File: src/pong_pkg.sv
// Shared definitions for the paddle game video pipeline
// Widths, VGA frame constants and the structs carried down the pixel stream

package pong_pkg;

    localparam int COORD_W = 13;
    localparam int COLOR_W = 8;

    typedef logic [COORD_W-1:0] coord_t;

    typedef struct packed {
        logic [COLOR_W-1:0] r;
        logic [COLOR_W-1:0] g;
        logic [COLOR_W-1:0] b;
    } rgb_t;

    // ======================================================================
    // Frame geometry
    // ======================================================================
    localparam coord_t H_TOTAL      = 13'd800;
    localparam coord_t V_TOTAL      = 13'd525;
    // Sync low ranges, both ends inclusive
    localparam coord_t H_SYNC_START = 13'd2;
    localparam coord_t H_SYNC_END   = 13'd97;
    localparam coord_t V_SYNC_START = 13'd13;
    localparam coord_t V_SYNC_END   = 13'd14;
    localparam coord_t H_VIS_START  = 13'd160;
    localparam coord_t V_VIS_START  = 13'd45;
    localparam coord_t VIS_W        = 13'd640;
    localparam coord_t VIS_H        = 13'd480;

    // Registered timing of one pixel slot
    typedef struct packed {
        logic   hs_n;
        logic   vs_n;
        logic   blank_n;
        coord_t col;
        coord_t row;
    } timing_t;

    // Idle timing, syncs inactive and blanked
    localparam timing_t TIMING_IDLE = '{hs_n: 1'b1, vs_n: 1'b1, blank_n: 1'b0,
                                        col: '0, row: '0};

    // One pixel in flight
    typedef struct packed {
        timing_t tim;
        rgb_t    rgb;
        logic    mark_left;
        logic    mark_right;
    } pixel_t;

endpackage

File: src/vga_timing.sv
`timescale 1ns/1ns
// VGA frame timing generator
// Counts an 800 x 525 frame and registers sync, blank and the visible
// column and row, plus a one-cycle pulse at the falling edge of vsync

module vga_timing
    import pong_pkg::*;
(
    input  logic    VGA_CLK,
    input  logic    i_rst,
    output timing_t o_timing,
    output logic    o_frame_start
);

    localparam coord_t H_LAST = H_TOTAL - 13'd1;
    localparam coord_t V_LAST = V_TOTAL - 13'd1;

    coord_t  x_cnt;
    coord_t  y_cnt;
    logic    vis;
    timing_t timing_next;

    // ======================================================================
    // Frame counters
    // ======================================================================
    always_ff @(posedge VGA_CLK) begin
        if (i_rst) begin
            x_cnt <= '0;
            y_cnt <= '0;
        end else if (x_cnt == H_LAST) begin
            x_cnt <= '0;
            if (y_cnt == V_LAST) begin
                y_cnt <= '0;
            end else begin
                y_cnt <= y_cnt + 13'd1;
            end
        end else begin
            x_cnt <= x_cnt + 13'd1;
        end
    end

    // ======================================================================
    // Sync, blank and visible coordinates
    // ======================================================================
    always_comb begin
        vis = (x_cnt >= H_VIS_START) && (y_cnt >= V_VIS_START);

        timing_next.hs_n    = !((x_cnt >= H_SYNC_START) && (x_cnt <= H_SYNC_END));
        timing_next.vs_n    = !((y_cnt >= V_SYNC_START) && (y_cnt <= V_SYNC_END));
        timing_next.blank_n = vis;
        // Coordinates read zero outside the visible area
        timing_next.col     = vis ? (x_cnt - H_VIS_START) : '0;
        timing_next.row     = vis ? (y_cnt - V_VIS_START) : '0;
    end

    always_ff @(posedge VGA_CLK) begin
        if (i_rst) begin
            o_timing      <= TIMING_IDLE;
            o_frame_start <= 1'b0;
        end else begin
            o_timing      <= timing_next;
            // Lines up with the first registered vsync low cycle
            o_frame_start <= (x_cnt == '0) && (y_cnt == V_SYNC_START);
        end
    end

    // Counters never leave the frame
    a_cnt_range: assert property (@(posedge VGA_CLK) disable iff (i_rst)
        (x_cnt < H_TOTAL) && (y_cnt < V_TOTAL));

endmodule

File: src/marker_classify.sv
`timescale 1ns/1ns
// Marker colour classifier
// Flags strongly red visible camera pixels as paddle markers, split into
// left and right halves, and registers them with their timing

module marker_classify
    import pong_pkg::*;
#(
    parameter coord_t SPLIT_COL = 13'd320
) (
    input  logic               VGA_CLK,
    input  logic               i_rst,
    input  timing_t            i_timing,
    input  rgb_t               i_cam_pix,
    input  logic [COLOR_W-1:0] i_threshold,
    output pixel_t             o_pix
);

    logic [COLOR_W-1:0] half_r;
    logic               is_mark;

    // Red above threshold, green and blue well below red
    always_comb begin
        half_r  = i_cam_pix.r >> 1;
        is_mark = i_timing.blank_n
                  && (i_cam_pix.r >= i_threshold)
                  && (i_cam_pix.g < half_r)
                  && (i_cam_pix.b < half_r);
    end

    always_ff @(posedge VGA_CLK) begin
        if (i_rst) begin
            o_pix.tim        <= TIMING_IDLE;
            o_pix.rgb        <= '0;
            o_pix.mark_left  <= 1'b0;
            o_pix.mark_right <= 1'b0;
        end else begin
            o_pix.tim        <= i_timing;
            // Camera data only counts inside the visible area
            o_pix.rgb        <= i_timing.blank_n ? i_cam_pix : '0;
            o_pix.mark_left  <= is_mark && (i_timing.col < SPLIT_COL);
            o_pix.mark_right <= is_mark && (i_timing.col >= SPLIT_COL);
        end
    end

endmodule

File: src/paddle_tracker.sv
`timescale 1ns/1ns
// Paddle tracker for one side of the screen
// Gathers the row extent of this side's marker pixels over a frame and
// moves the paddle centre to the middle of that extent at frame start

module paddle_tracker
    import pong_pkg::*;
#(
    parameter bit LEFT = 1'b1
) (
    input  logic   VGA_CLK,
    input  logic   i_rst,
    input  pixel_t i_pix,
    input  logic   i_frame_start,
    output coord_t o_center
);

    localparam coord_t CENTER_INIT = VIS_H >> 1;

    logic             mark;
    logic             seen;
    coord_t           min_row;
    coord_t           max_row;
    logic [COORD_W:0] row_sum;

    assign mark    = LEFT ? i_pix.mark_left : i_pix.mark_right;
    // One extra bit so the sum cannot wrap
    assign row_sum = {1'b0, min_row} + {1'b0, max_row};

    always_ff @(posedge VGA_CLK) begin
        if (i_rst) begin
            seen     <= 1'b0;
            min_row  <= '0;
            max_row  <= '0;
            o_center <= CENTER_INIT;
        end else if (i_frame_start) begin
            // No markers last frame, keep the old centre
            if (seen) begin
                o_center <= row_sum[COORD_W:1];
            end
            seen    <= 1'b0;
            min_row <= '0;
            max_row <= '0;
        end else if (mark) begin
            if (!seen || (i_pix.tim.row < min_row)) begin
                min_row <= i_pix.tim.row;
            end
            if (!seen || (i_pix.tim.row > max_row)) begin
                max_row <= i_pix.tim.row;
            end
            seen <= 1'b1;
        end
    end

    // Extent stays ordered once a marker has been seen
    a_extent_order: assert property (@(posedge VGA_CLK) disable iff (i_rst)
        seen |-> (min_row <= max_row));

endmodule

File: src/overlay_render.sv
`timescale 1ns/1ns
// Overlay renderer
// Draws both paddle bars over the camera image and registers the VGA
// sync, blank and colour outputs

module overlay_render
    import pong_pkg::*;
#(
    parameter coord_t PADDLE_W      = 13'd8,
    parameter coord_t PADDLE_HALF_H = 13'd20,
    parameter coord_t PADDLE_MARGIN = 13'd16
) (
    input  logic   VGA_CLK,
    input  logic   i_rst,
    input  pixel_t i_pix,
    input  logic   i_overlay_en,
    input  coord_t i_left_center,
    input  coord_t i_right_center,
    output logic   o_vga_hs_n,
    output logic   o_vga_vs_n,
    output logic   o_vga_blank_n,
    output rgb_t   o_vga_rgb
);

    // Column windows, end exclusive
    localparam coord_t L_START = PADDLE_MARGIN;
    localparam coord_t L_END   = PADDLE_MARGIN + PADDLE_W;
    localparam coord_t R_START = VIS_W - PADDLE_MARGIN - PADDLE_W;
    localparam coord_t R_END   = VIS_W - PADDLE_MARGIN;
    localparam rgb_t   WHITE   = '{r: '1, g: '1, b: '1};

    logic in_left;
    logic in_right;
    rgb_t rgb_next;

    // Row lies less than PADDLE_HALF_H away from the centre
    function automatic logic in_bar_rows(input coord_t row, input coord_t center);
        logic [COORD_W:0] row_w;
        logic [COORD_W:0] ctr_w;
        row_w = {1'b0, row};
        ctr_w = {1'b0, center};
        return ((row_w + PADDLE_HALF_H) > ctr_w) && (row_w < (ctr_w + PADDLE_HALF_H));
    endfunction

    always_comb begin
        in_left  = (i_pix.tim.col >= L_START) && (i_pix.tim.col < L_END)
                   && in_bar_rows(i_pix.tim.row, i_left_center);
        in_right = (i_pix.tim.col >= R_START) && (i_pix.tim.col < R_END)
                   && in_bar_rows(i_pix.tim.row, i_right_center);

        if (!i_pix.tim.blank_n) begin
            rgb_next = '0;
        end else if (i_overlay_en && (in_left || in_right)) begin
            rgb_next = WHITE;
        end else begin
            rgb_next = i_pix.rgb;
        end
    end

    always_ff @(posedge VGA_CLK) begin
        if (i_rst) begin
            o_vga_hs_n    <= 1'b1;
            o_vga_vs_n    <= 1'b1;
            o_vga_blank_n <= 1'b0;
            o_vga_rgb     <= '0;
        end else begin
            o_vga_hs_n    <= i_pix.tim.hs_n;
            o_vga_vs_n    <= i_pix.tim.vs_n;
            o_vga_blank_n <= i_pix.tim.blank_n;
            o_vga_rgb     <= rgb_next;
        end
    end

    // Nothing is driven onto the DAC during blanking
    a_blank_black: assert property (@(posedge VGA_CLK)
        !o_vga_blank_n |-> (o_vga_rgb == '0));

endmodule

File: src/pong_vision_top.sv
`timescale 1ns/1ns
// Paddle game video pipeline top level
// Timing generator, marker classifier, two paddle trackers and the
// overlay renderer, two cycles from coordinate to VGA output

module pong_vision_top
    import pong_pkg::*;
#(
    parameter coord_t SPLIT_COL     = 13'd320,
    parameter coord_t PADDLE_W      = 13'd8,
    parameter coord_t PADDLE_HALF_H = 13'd20,
    parameter coord_t PADDLE_MARGIN = 13'd16
) (
    input  logic               VGA_CLK,
    input  logic               i_rst,
    input  rgb_t               i_cam_pix,
    input  logic [COLOR_W-1:0] i_threshold,
    input  logic               i_overlay_en,
    output logic               o_pix_req,
    output logic               o_vga_hs_n,
    output logic               o_vga_vs_n,
    output logic               o_vga_blank_n,
    output rgb_t               o_vga_rgb
);

    timing_t timing;
    logic    frame_start;
    pixel_t  pix;
    coord_t  left_center;
    coord_t  right_center;

    // Camera pixel is taken in the same cycle as the request
    assign o_pix_req = timing.blank_n;

    vga_timing u_vga_timing (
        .VGA_CLK       (VGA_CLK),
        .i_rst         (i_rst),
        .o_timing      (timing),
        .o_frame_start (frame_start)
    );

    marker_classify #(.SPLIT_COL(SPLIT_COL)) u_marker_classify (
        .VGA_CLK     (VGA_CLK),
        .i_rst       (i_rst),
        .i_timing    (timing),
        .i_cam_pix   (i_cam_pix),
        .i_threshold (i_threshold),
        .o_pix       (pix)
    );

    paddle_tracker #(.LEFT(1'b1)) u_left_tracker (
        .VGA_CLK       (VGA_CLK),
        .i_rst         (i_rst),
        .i_pix         (pix),
        .i_frame_start (frame_start),
        .o_center      (left_center)
    );

    paddle_tracker #(.LEFT(1'b0)) u_right_tracker (
        .VGA_CLK       (VGA_CLK),
        .i_rst         (i_rst),
        .i_pix         (pix),
        .i_frame_start (frame_start),
        .o_center      (right_center)
    );

    overlay_render #(
        .PADDLE_W      (PADDLE_W),
        .PADDLE_HALF_H (PADDLE_HALF_H),
        .PADDLE_MARGIN (PADDLE_MARGIN)
    ) u_overlay_render (
        .VGA_CLK        (VGA_CLK),
        .i_rst          (i_rst),
        .i_pix          (pix),
        .i_overlay_en   (i_overlay_en),
        .i_left_center  (left_center),
        .i_right_center (right_center),
        .o_vga_hs_n     (o_vga_hs_n),
        .o_vga_vs_n     (o_vga_vs_n),
        .o_vga_blank_n  (o_vga_blank_n),
        .o_vga_rgb      (o_vga_rgb)
    );

endmodule

File: config.mk
export PLATFORM = sky130hd
export DESIGN_NAME = pong_vision_top
export DESIGN_NICKNAME = d
export VERILOG_FILES = /design/src/pong_pkg.sv /design/src/vga_timing.sv /design/src/marker_classify.sv /design/src/paddle_tracker.sv /design/src/overlay_render.sv /design/src/pong_vision_top.sv
export SDC_FILE = /design/constraint.sdc
export NUM_CORES = 1
export LEC_CHECK = 0
export BUFFER_PORTS_ARGS = -buffer_cell sky130_fd_sc_hd__buf_2
export CORE_UTILIZATION = 30
export CTS_BUF_LIST = sky130_fd_sc_hd__clkbuf_2 sky130_fd_sc_hd__clkbuf_4 sky130_fd_sc_hd__clkbuf_8
export CTS_CLUSTER_DIAMETER = 30
export DETAILED_ROUTE_END_ITERATION = 10
export HOLD_SLACK_MARGIN = 0.15
export SYNTH_ARGS = -nofsm -noshare
export SYNTH_HDL_FRONTEND = slang
export SYNTH_SLANG_ARGS = --single-unit
File: constraint.sdc
create_clock -name VGA_CLK -period 3.1 [get_ports VGA_CLK]
set_input_delay 0.93 -clock VGA_CLK [delete_from_list [all_inputs] [get_ports VGA_CLK]]
set_output_delay 0.93 -clock VGA_CLK [all_outputs]
set_load 0.01 [all_outputs]
Word-level counts from Yosys, hierarchy flattened:

Cells that the tools add are included.

* register bits: 218
* input bits: 35
* output and inout port bits: 28
* logic and storage cells: 109

* add/sub/neg operators: 9
* order comparisons: 23
* equal/unequal tests: 3
* mux-type cells: 2
* bitwise operators: 3
* reduce and logical (&&, ||, !) cells: 37

Operators by type and width (number)
* 13-bit by 5-bit adder with 14-bit output, second input constant: 3
* 13-bit by 13-bit adder with 14-bit output: 2
* 14-bit by 13-bit > comparator with 1-bit output: 2
* 13-bit by 14-bit less-than comparator with 1-bit output: 2
* 13-bit by 1-bit adder with 13-bit output, second input constant: 2
* 13-bit by 10-bit equality test with 1-bit output, second input constant: 2
* 13-bit > comparator: 2
* 13-bit less-than comparator: 2
* 24-bit two-way mux: 1
* 1-bit logical AND: 16
* 8-bit by 7-bit less-than comparator with 1-bit output: 2
* 13-bit by 4-bit equality test with 1-bit output, second input constant: 1
* 13-bit by 10-bit >= comparator with 1-bit output, second input constant: 1
* 13-bit by 2-bit >= comparator with 1-bit output, second input constant: 1
* 13-bit by 4-bit >= comparator with 1-bit output, second input constant: 1
* 13-bit by 5-bit >= comparator with 1-bit output, second input constant: 1
* 13-bit by 6-bit >= comparator with 1-bit output, second input constant: 1
* 13-bit by 8-bit >= comparator with 1-bit output, second input constant: 1
* 13-bit by 9-bit >= comparator with 1-bit output, second input constant: 1
* 13-bit by 4-bit less-or-equal comparator with 1-bit output, second input constant: 1
* 13-bit by 7-bit less-or-equal comparator with 1-bit output, second input constant: 1
* 13-bit zero test: 1
* 13-bit by 10-bit less-than comparator with 1-bit output, second input constant: 1
* 13-bit by 5-bit less-than comparator with 1-bit output, second input constant: 1
* 10 further kinds: 28

Depth between registers and ports, before layout:

Gate-level depths: netlist (run 1).

* word-level depth: 7
* gate-level depth with buffers: 13
* mapped depth without buffers: 12

By module:

From an unflattened synthesis (run 1), not the netlist that was laid out.

* cell total of the unflattened synthesis: 1387
* area, all modules: 12251.8 sq um

By module, submodules not included
* paddle_tracker: instances 2, cells each 301, area an instance 2572.5 sq um, seq. area each 800.8 sq um
* vga_timing: instances 1, cells each 292, area an instance 2585.0 sq um, seq. area each 1121.1 sq um
* overlay_render: instances 1, cells each 315, area an instance 2549.9 sq um, seq. area each 540.5 sq um
* marker_classify: instances 1, cells each 178, area an instance 1971.9 sq um, seq. area each 1101.1 sq um

Least setup slack after synthesis (run 1):

Ideal clock, no wire load.

* path kind: reg2reg
* start: register u_marker_classify.o_pix[28] in the netlist's numbering
* end: register, netlist name u_overlay_render.o_vga_rgb[6]
* setup time: 141 ps
* arrival: 2858 ps
* data required time: 2959 ps
* path slack: 100 ps
* cell stages (with the launch flop): 14
* buffers on the path: 1
* clock period less this slack: 3000 ps
* cells stage by stage: dfxtp_1 -> ha_1 -> o21ai_0 -> nor2_1 -> nand2_1 -> xnor2_1 -> ha_1 -> and4_1 -> nand2_1 -> nor4_1 -> o21ai_0 -> o21ai_1 -> clkbuf_1 -> o211ai_1

* cells in the longest elaborated chain, start to end: 7
* elaborated cells on any way between the ends: 12
* classes of those cells: add/sub: 1; order compare: 4; mux: 1; reduce/logical: 6

RTL lines
* from (decl): RTL line marker_classify.sv:16 `output pixel_t o_pix`
* 13-bit by 5-bit adder with 14-bit output: RTL line overlay_render.sv:42 `return ((row_w + PADDLE_HALF_H) > ctr_w) && (row_w < (ctr_w + PADDLE_HALF_H));`
* 14-bit by 13-bit > comparator with 1-bit output: RTL line overlay_render.sv:42
* 1-bit logical AND: RTL line overlay_render.sv:42
* 1-bit logical AND, on equally long branches: RTL line overlay_render.sv:47, overlay_render.sv:49
* 1-bit logical OR (*): RTL line overlay_render.sv:53 `end else if (i_overlay_en && (in_left || in_right)) begin`
* 1-bit logical AND (*): RTL line overlay_render.sv:53
* 24-bit two-way mux (*): RTL line overlay_render.sv:53

Every way passes the cells marked *; elsewhere a longest branch is shown, timed or not.
A chain may end at the register's enable or synchronous reset.

Worst setup path after layout (run 1):

* start: register u_marker_classify.o_pix[28] in the netlist's numbering
* end: register, netlist name u_overlay_render.o_vga_rgb[17]

* cells in the longest elaborated chain, start to end: 7
* elaborated cells on any way between the ends: 12
* classes of those cells: add/sub: 1; order compare: 4; mux: 1; reduce/logical: 6

RTL lines (RTL line)
* 13-bit by 5-bit adder with 14-bit output: overlay_render.sv:42
* 14-bit by 13-bit > comparator with 1-bit output: overlay_render.sv:42
* 1-bit logical AND: overlay_render.sv:42
* 1-bit logical AND, on equally long branches: overlay_render.sv:47, overlay_render.sv:49
* 1-bit logical OR (*): overlay_render.sv:53
* 1-bit logical AND (*): overlay_render.sv:53
* 24-bit two-way mux (*): overlay_render.sv:53

Marked as above.

==> results.py, run 1 <==
metrics = {
    "status": {
        "run_status": "complete, no violations",
    },
    "power_and_ir_drop": {
        "seqPwrFrac_pct": 40.7,
        "ir_drop_uv": 232,
        "p_comb_share_pct": 2.2,
        "p_int_uw": 5190,
        "p_sw_share_pct": 22.9,
        "netSwitchingPower_uw": 1540,
        "leakage_uw": 0.00632,
        "power_density_nw_per_um2": 473,
        "clkPwrFrac_pct": 57.1,
    },
    "clock_network": {
        "cts_max_level": 2,
        "cts_buffers": 54,
        "clock_path_buffers": 3,
        "clk_pin_slew_worst_paths_ns": 0.06,
        "cts_tree": "built",
        "cts-root-buf": "clkbuf_8",
        "holdBufCountCts": 0,
        "cts_sinks": 212,
        "clock_latency_ns": 0.59,
    },
    "synth": {
        "syn_avg_cell_area_um2": 8.74,
        "synth_area_leader_cell": "dfxtp_1",
        "yosys.cell_types.count": 60,
        "ys.warnings.count": 0,
        "syn-num-nets": 1562,
        "async_flop_share_pct": 0,
        "synth-main-ff-cell": "dfxtp_1",
        "synth_edf_count": 0,
        "synth_top_area_share_pct": 35.5,
        "synth_seq_cells": 212,
        "synth_top_cells_by_area": "dfxtp_1, ha_1, nand2_1",
        "ys_seq_area_share_pct": 35.5,
        "syn_inst": 1367,
        "syn_area_um2": 11900,
    },
    "place": {
        "place_ws_ns": 0.211,
        "hpwlAfterDp_um": 22400,
        "place_congestion": 0.876,
        "port_buffers": 62,
        "placed_cells": 1930,
    },
    "timing": {
        "maxSlewViolCount": 0,
        "clock_skew_ns": 0.0463,
        "rsz0062_at_grt": "no",
        "setup_violations": 0,
        "max_freq_mhz": 352,
        "fin_crit_sh_pct": 91.6,
        "post-route-min-period_ns": 2.84,
        "tightestPinTransition_ns": 0.779,
        "slew_headroom_pct": 48.0,
        "setup_ws_ns": 0.260,
        "fin_tns_setup_ns": 0,
        "finalHoldViolCount": 0,
    },
    "worst_setup_path": {
        "worstSetupEndpoint": "u_overlay_render.o_vga_rgb[17]",
        "cp_top_family": "simple AND/OR/NAND/NOR gates",
        "rr_startpoint": "u_marker_classify.o_pix[28]",
        "crit_required_ns": 3.53,
        "crit_type": "register to register",
        "crit_start": "u_marker_classify.o_pix[28]",
        "slowest_delay_ns": 0.38,
        "endpoint_kind": "register",
        "crit_arrival_ns": 3.27,
        "critPathSlowestCell": "dfxtp_1",
        "cp_max_fo": 24,
        "reg2reg_to": "u_overlay_render.o_vga_rgb[17]",
        "cp.depth": 13,
        "r2r_slack_ns": 0.26,
        "cp-start-kind": "register",
        "reg2regPathDepth": 13,
        "cp_cell_sequence": "ha_1 > o21ai_1 > nor2_1 > nand2_1 > xnor2_1 > ha_1 > and4_1 > nand2_1 > nor4_1 > o21ai_0 > o21ai_1 > buf_6 > o211ai_1",
        "crit_buf_inv": 1,
    },
    "finish": {
        "final_cells": 2029,
        "layout_commonest_cell": "dfxtp_1",
        "fin_nets": 1664,
        "postLayoutCoreUtil_pct": 36.6,
        "syn_to_final_growth_pct": 19.2,
        "drive_gt1_share_pct": 13.8,
        "final_cell_mix": "dfxtp_1, ha_1, nand2_1, inv_1, nor2_1",
    },
    "floorplan": {
        "rows": 72,
        "die-area_um2": 40600,
        "coreArea_um2": 38900,
        "fp.dieH_um": 202,
        "initial_utilization_pct": 30.7,
        "pin_count": 63,
        "chipWidth_um": 202,
    },
    "detailed_routing": {
        "avgRoutedWirePerCell_um": 14.7,
        "avgViaCountPerCell": 4.84,
        "drtIter0Drc": 666,
        "routed_wl_um": 29900,
        "drc": 0,
        "num_vias": 9830,
        "firstDrtPassIters": 5,
        "ant_nets": 0,
    },
    "global_route": {
        "grt_remaining_overflow": 0,
        "grt_max_degree": 69,
        "grt_pass1_vias": 9702,
        "antenna_found_initial": 0,
        "grt_first_pass_wirelength_um": 49000,
        "grt_usage_pct": 14.7,
    },
    "run": {
        "maxCapViolations": 0,
    },
    "min_path": {
        "hp-class": "register to register",
        "hold_depth": 1,
    },
}
## layout make-up
class                      instances  area [um2]
antenna                            1        2.50
clock buffer                      62         828
clock inverter                    35         404
fill                            3971       24700
inverter                         114         428
multi-input combinational        991        7080
sequential                       212        4240
tap                              518         648
timing repair buffer              96         607
## logic make-up (layout without fill, tap and decap cells)
logic type / count (synthesis) / count (layout) / synth area share (%)
fa+ha+maj: 160 / 160 / 16.9
other cells: 0 / 1 / 0
mux: 52 / 52 / 4.36
flops: 212 / 212 / 35.5
xor+xnor: 69 / 69 / 5.06
compound gates: 239 / 239 / 13.4
buf+inv: 164 / 307 / 5.43
simple gates: 471 / 471 / 19.4
## power groups by stage
stage,clock network [uW],logic (uW),registers (uW)
floorplan,0,87.6,2790
global placement,0,143,2800
detailed placement,0,146,2800
CTS,3950,146,2740
global route,4090,167,2740
finish,3840,145,2740
## timing repair
item | CTS | global route
buffers inserted | 0 | 1
setup endpoints to repair | 0 | 24
resized for setup | 0 | 5
## synth_stat cells (all sizes together) (23+ instances only)
cell type / count
ha: 158
nor2: 95
o211ai: 32
a21o: 34
clkbuf: 42
nand2: 153
mux2i: 52
o21ai: 42
and2: 29
xnor2: 49
a21oi: 50
nor3: 36
dfxtp: 212
nand4: 23
inv: 113
nor2b: 35
nand3: 27
## stage by stage
stage	hold WS (ns)	power [uW]	instance area (um2)
5_1_grt	0.427	6990	14200
3_3_place_gp	0.394	2940	13000
6_report	0.409	6730	14200
3_5_place_dp	0.395	2940	13000
4_1_cts	0.413	6840	14200
2_1_floorplan	0.389	2880	11900
## worst min path at each step
stage / startpoint / endpoint / slack (ns)
after floorplan: u_vga_timing.o_timing[27] / u_marker_classify.o_pix[53] / 0.39
after global placement: u_vga_timing.o_timing[28] / u_marker_classify.o_pix[54] / 0.39
after detailed placement: u_vga_timing.o_timing[28] / u_marker_classify.o_pix[54] / 0.39
after CTS: u_vga_timing.o_timing[28] / u_marker_classify.o_pix[54] / 0.41
after global routing: u_vga_timing.o_timing[28] / u_marker_classify.o_pix[54] / 0.43
final: u_vga_timing.o_timing[28] / u_marker_classify.o_pix[54] / 0.41
## sequential cells by signal (all words and copies together), names as in the netlist, 13 cells and up
signal	flops
u_right_tracker.min_row	13
u_left_tracker.o_center	13
u_left_tracker.min_row	13
u_right_tracker.o_center	13
u_right_tracker.max_row	13
u_vga_timing.o_timing	26
u_marker_classify.o_pix	52
u_overlay_render.o_vga_rgb	24
u_vga_timing.y_cnt	13
u_left_tracker.max_row	13
u_vga_timing.x_cnt	13
## per-layer routing
metal  vias up  wire length (um)  GRT usage (%)
li1       4992                 -              -
met1      4561             14200           19.2
met2       208             13600           24.1
met3        69              1280           2.27
met4         0               831           5.87
met5         -                 0              0
No activity file was read; power rests on OpenSTA's default activity.
==> run 2: changes to the inputs <==
--- a/config.mk
+++ b/config.mk
@@ -5,12 +5,14 @@
 export SDC_FILE = /design/constraint.sdc
 export NUM_CORES = 1
 export LEC_CHECK = 0
-export BUFFER_PORTS_ARGS = -buffer_cell sky130_fd_sc_hd__buf_2
 export CORE_UTILIZATION = 30
 export CTS_BUF_LIST = sky130_fd_sc_hd__clkbuf_2 sky130_fd_sc_hd__clkbuf_4 sky130_fd_sc_hd__clkbuf_8
 export CTS_CLUSTER_DIAMETER = 30
+export CTS_CLUSTER_SIZE = 28
 export DETAILED_ROUTE_END_ITERATION = 10
+export DONT_BUFFER_PORTS = 1
 export HOLD_SLACK_MARGIN = 0.15
+export REMOVE_ABC_BUFFERS = 1
 export SYNTH_ARGS = -nofsm -noshare
 export SYNTH_HDL_FRONTEND = slang
 export SYNTH_SLANG_ARGS = --single-unit
==> run 2 against run 1 <==
Maximum frequency is 1.0% lower. Non-clock buffer count down 66. Sequential power hardly changed. Utilization is 0.89 points lower. Setup slack worse by 0.029 ns. Sequential share of layout area rose by 0.75 points. Critical path depth did not move. Critical path type unchanged.
==> results.py, run 2 (synthesis gave the netlist of run 1 again) <==
metrics = {
    "status": {
        "run_status": "complete, no violations",
    },
    "place": {
        "port_buffers": 0,
        "dpl_cell_area_um2": 12600,
        "place_congestion": 0.888,
        "hpwlAfterDp_um": 22100,
        "place_ws_ns": 0.166,
    },
    "power_and_ir_drop": {
        "seqPwrFrac_pct": 41.1,
        "p_sw_share_pct": 22.3,
        "power_density_nw_per_um2": 480,
        "clkPwrFrac_pct": 57.4,
        "p_int_uw": 5180,
        "ir_drop_uv": 247,
        "leakage_uw": 0.00603,
        "p_comb_share_pct": 1.5,
        "netSwitchingPower_uw": 1480,
    },
    "clock_network": {
        "cts_buffers": 52,
        "cts_tree": "built",
        "clock_path_buffers": 3,
        "clk_pin_slew_worst_paths_ns": 0.06,
        "holdBufCountCts": 0,
        "cts_sinks": 212,
        "cts-root-buf": "clkbuf_8",
        "clock_latency_ns": 0.58,
        "cts_max_level": 2,
    },
    "detailed_routing": {
        "avgViaCountPerCell": 4.86,
        "num_vias": 9541,
        "drc": 0,
        "avgRoutedWirePerCell_um": 15.3,
        "routed_wl_um": 30000,
        "drtIter0Drc": 453,
        "firstDrtPassIters": 5,
        "ant_nets": 0,
    },
    "floorplan": {
        "die-area_um2": 40600,
        "coreArea_um2": 38900,
        "pin_count": 63,
        "chipWidth_um": 202,
        "fp.dieH_um": 202,
        "rows": 72,
        "initial_utilization_pct": 30.7,
    },
    "timing": {
        "post-route-min-period_ns": 2.87,
        "setup_ws_ns": 0.231,
        "max_freq_mhz": 349,
        "fin_tns_setup_ns": 0,
        "tightestPinTransition_ns": 1.16,
        "rsz0062_at_grt": "no",
        "setup_violations": 0,
        "finalHoldViolCount": 0,
        "slew_headroom_pct": 22.5,
        "clock_skew_ns": 0.0290,
        "fin_crit_sh_pct": 92.6,
        "maxSlewViolCount": 0,
    },
    "global_route": {
        "grt_max_degree": 70,
        "grt_first_pass_wirelength_um": 48500,
        "grt_remaining_overflow": 0,
        "grt_pass1_vias": 9502,
        "grt_usage_pct": 14.6,
        "antenna_found_initial": 0,
    },
    "run": {
        "maxCapViolations": 0,
    },
    "worst_setup_path": {
        "endpoint_kind": "register",
        "crit_arrival_ns": 3.31,
        "reg2reg_to": "u_overlay_render.o_vga_rgb[7]",
        "cp_max_fo": 12,
        "rr_startpoint": "u_marker_classify.o_pix[29]",
        "reg2regPathDepth": 13,
        "cp-start-kind": "register",
        "crit_required_ns": 3.54,
        "slowest_delay_ns": 0.38,
        "crit_type": "register to register",
        "r2r_slack_ns": 0.23,
        "critPathSlowestCell": "dfxtp_1",
        "crit_buf_inv": 1,
        "cp_cell_sequence": "ha_1 > o21ai_0 > nor2_1 > nand2_1 > xnor2_1 > ha_1 > and4_1 > nand2_1 > nor4_2 > o21ai_0 > o21ai_2 > buf_6 > o211ai_1",
        "cp_top_family": "simple AND/OR/NAND/NOR gates",
    },
    "finish": {
        "final_cell_mix": "dfxtp_1, ha_1, nand2_1, inv_1, nor2_1",
        "top_regs": "u_marker_classify.o_pix x52, u_vga_timing.o_timing x26, u_overlay_render.o_vga_rgb x24",
        "layout_commonest_cell": "dfxtp_1",
        "syn_to_final_growth_pct": 16.3,
        "fin_nets": 1596,
        "finish.instance_area_um2": 13900,
        "postLayoutCoreUtil_pct": 35.7,
        "largest_reg_flops": 52,
        "antenna_cells": 0,
        "regMostFlops": "u_marker_classify.o_pix",
        "drive_gt1_share_pct": 10.1,
    },
    "min_path": {
        "holdPathEnd": "u_marker_classify.o_pix[54]",
        "hold_depth": 1,
        "hp-class": "register to register",
        "hp-start": "u_vga_timing.o_timing[28]",
    },
}
[run 2: cell types whose count changed in the layout (fill, tap and decap cells not counted), sizes merged]
cell	before	now
buf	96	30
bufinv	7	6
clkbuf	62	67
clkinv	16	15
clkinvlp	11	7
diode	1	0
inv	115	116
[run 2: cell type report]
class	count	area (um2)
multi-input cells	991	7090
inverters	114	428
clock buffers	67	885
well taps	518	648
clock inverters	30	348
flip-flops and latches	212	4240
repair buffers	30	245
fillers	4035	25000
[run 2: repair_timing]
action / 4_1_cts / 5_1_grt
setup endpoints to repair: 0 / 24
resized for setup: 0 / 9
endpoints found under the hold margin: 0 / 0
buffers inserted: 0 / 1
[run 2: per-stage QoR]
stage | hold slack, ns | power, uW | cells
5_1_grt | 0.398 | 6930 | 1962
6_report | 0.413 | 6660 | 1962
4_1_cts | 0.392 | 6760 | 1960
3_5_place_dp | 0.399 | 2890 | 1863
3_3_place_gp | 0.409 | 2890 | 1863
2_1_floorplan | 0.389 | 2870 | 1317
[run 2: worst register-to-register path, stage by stage, from the launching register on]
cell and delay, ns:
dfxtp_1 0.38, ha_1 0.21, o21ai_0 0.13, nor2_1 0.18, nand2_1 0.08, xnor2_1 0.17
ha_1 0.33, and4_1 0.22, nand2_1 0.09, nor4_2 0.28, o21ai_0 0.13, o21ai_2 0.21
buf_6 0.20, o211ai_1 0.10
[run 2: how the worst max path moves through the flow]
stage / start / endpoint / depth (start not counted)
6_report: u_marker_classify.o_pix[29] / u_overlay_render.o_vga_rgb[7] / 13
5_1_grt: u_left_tracker.o_center[5] / u_overlay_render.o_vga_rgb[16] / 12
4_1_cts: u_marker_classify.o_pix[29] / u_overlay_render.o_vga_rgb[7] / 13
3_5_place_dp: u_left_tracker.o_center[5] / u_overlay_render.o_vga_rgb[3] / 12
3_3_place_gp: u_marker_classify.o_pix[29] / u_overlay_render.o_vga_rgb[15] / 13
2_1_floorplan: i_rst / u_left_tracker.max_row[0] / 3
[run 2: layer usage]
| layer | GRT usage, % | up-vias | routed length (um) |
|---|---|---|---|
| met3 | 2.59 | 73 | 1370 |
| met5 | 0 | - | 0 |
| met4 | 5.82 | 0 | 993 |
| met1 | 18.7 | 4431 | 13700 |
| li1 | - | 4833 | - |
| met2 | 24.2 | 204 | 13900 |
[run 2: power groups by stage]
stage               Combinational, uW  Sequential [uW]  Clock, uW
finish                           96.7             2740       3820
global route                      113             2740       4080
CTS                              97.5             2740       3920
detailed placement               97.2             2800          0
global placement                 94.2             2800          0
floorplan                        71.9             2800          0
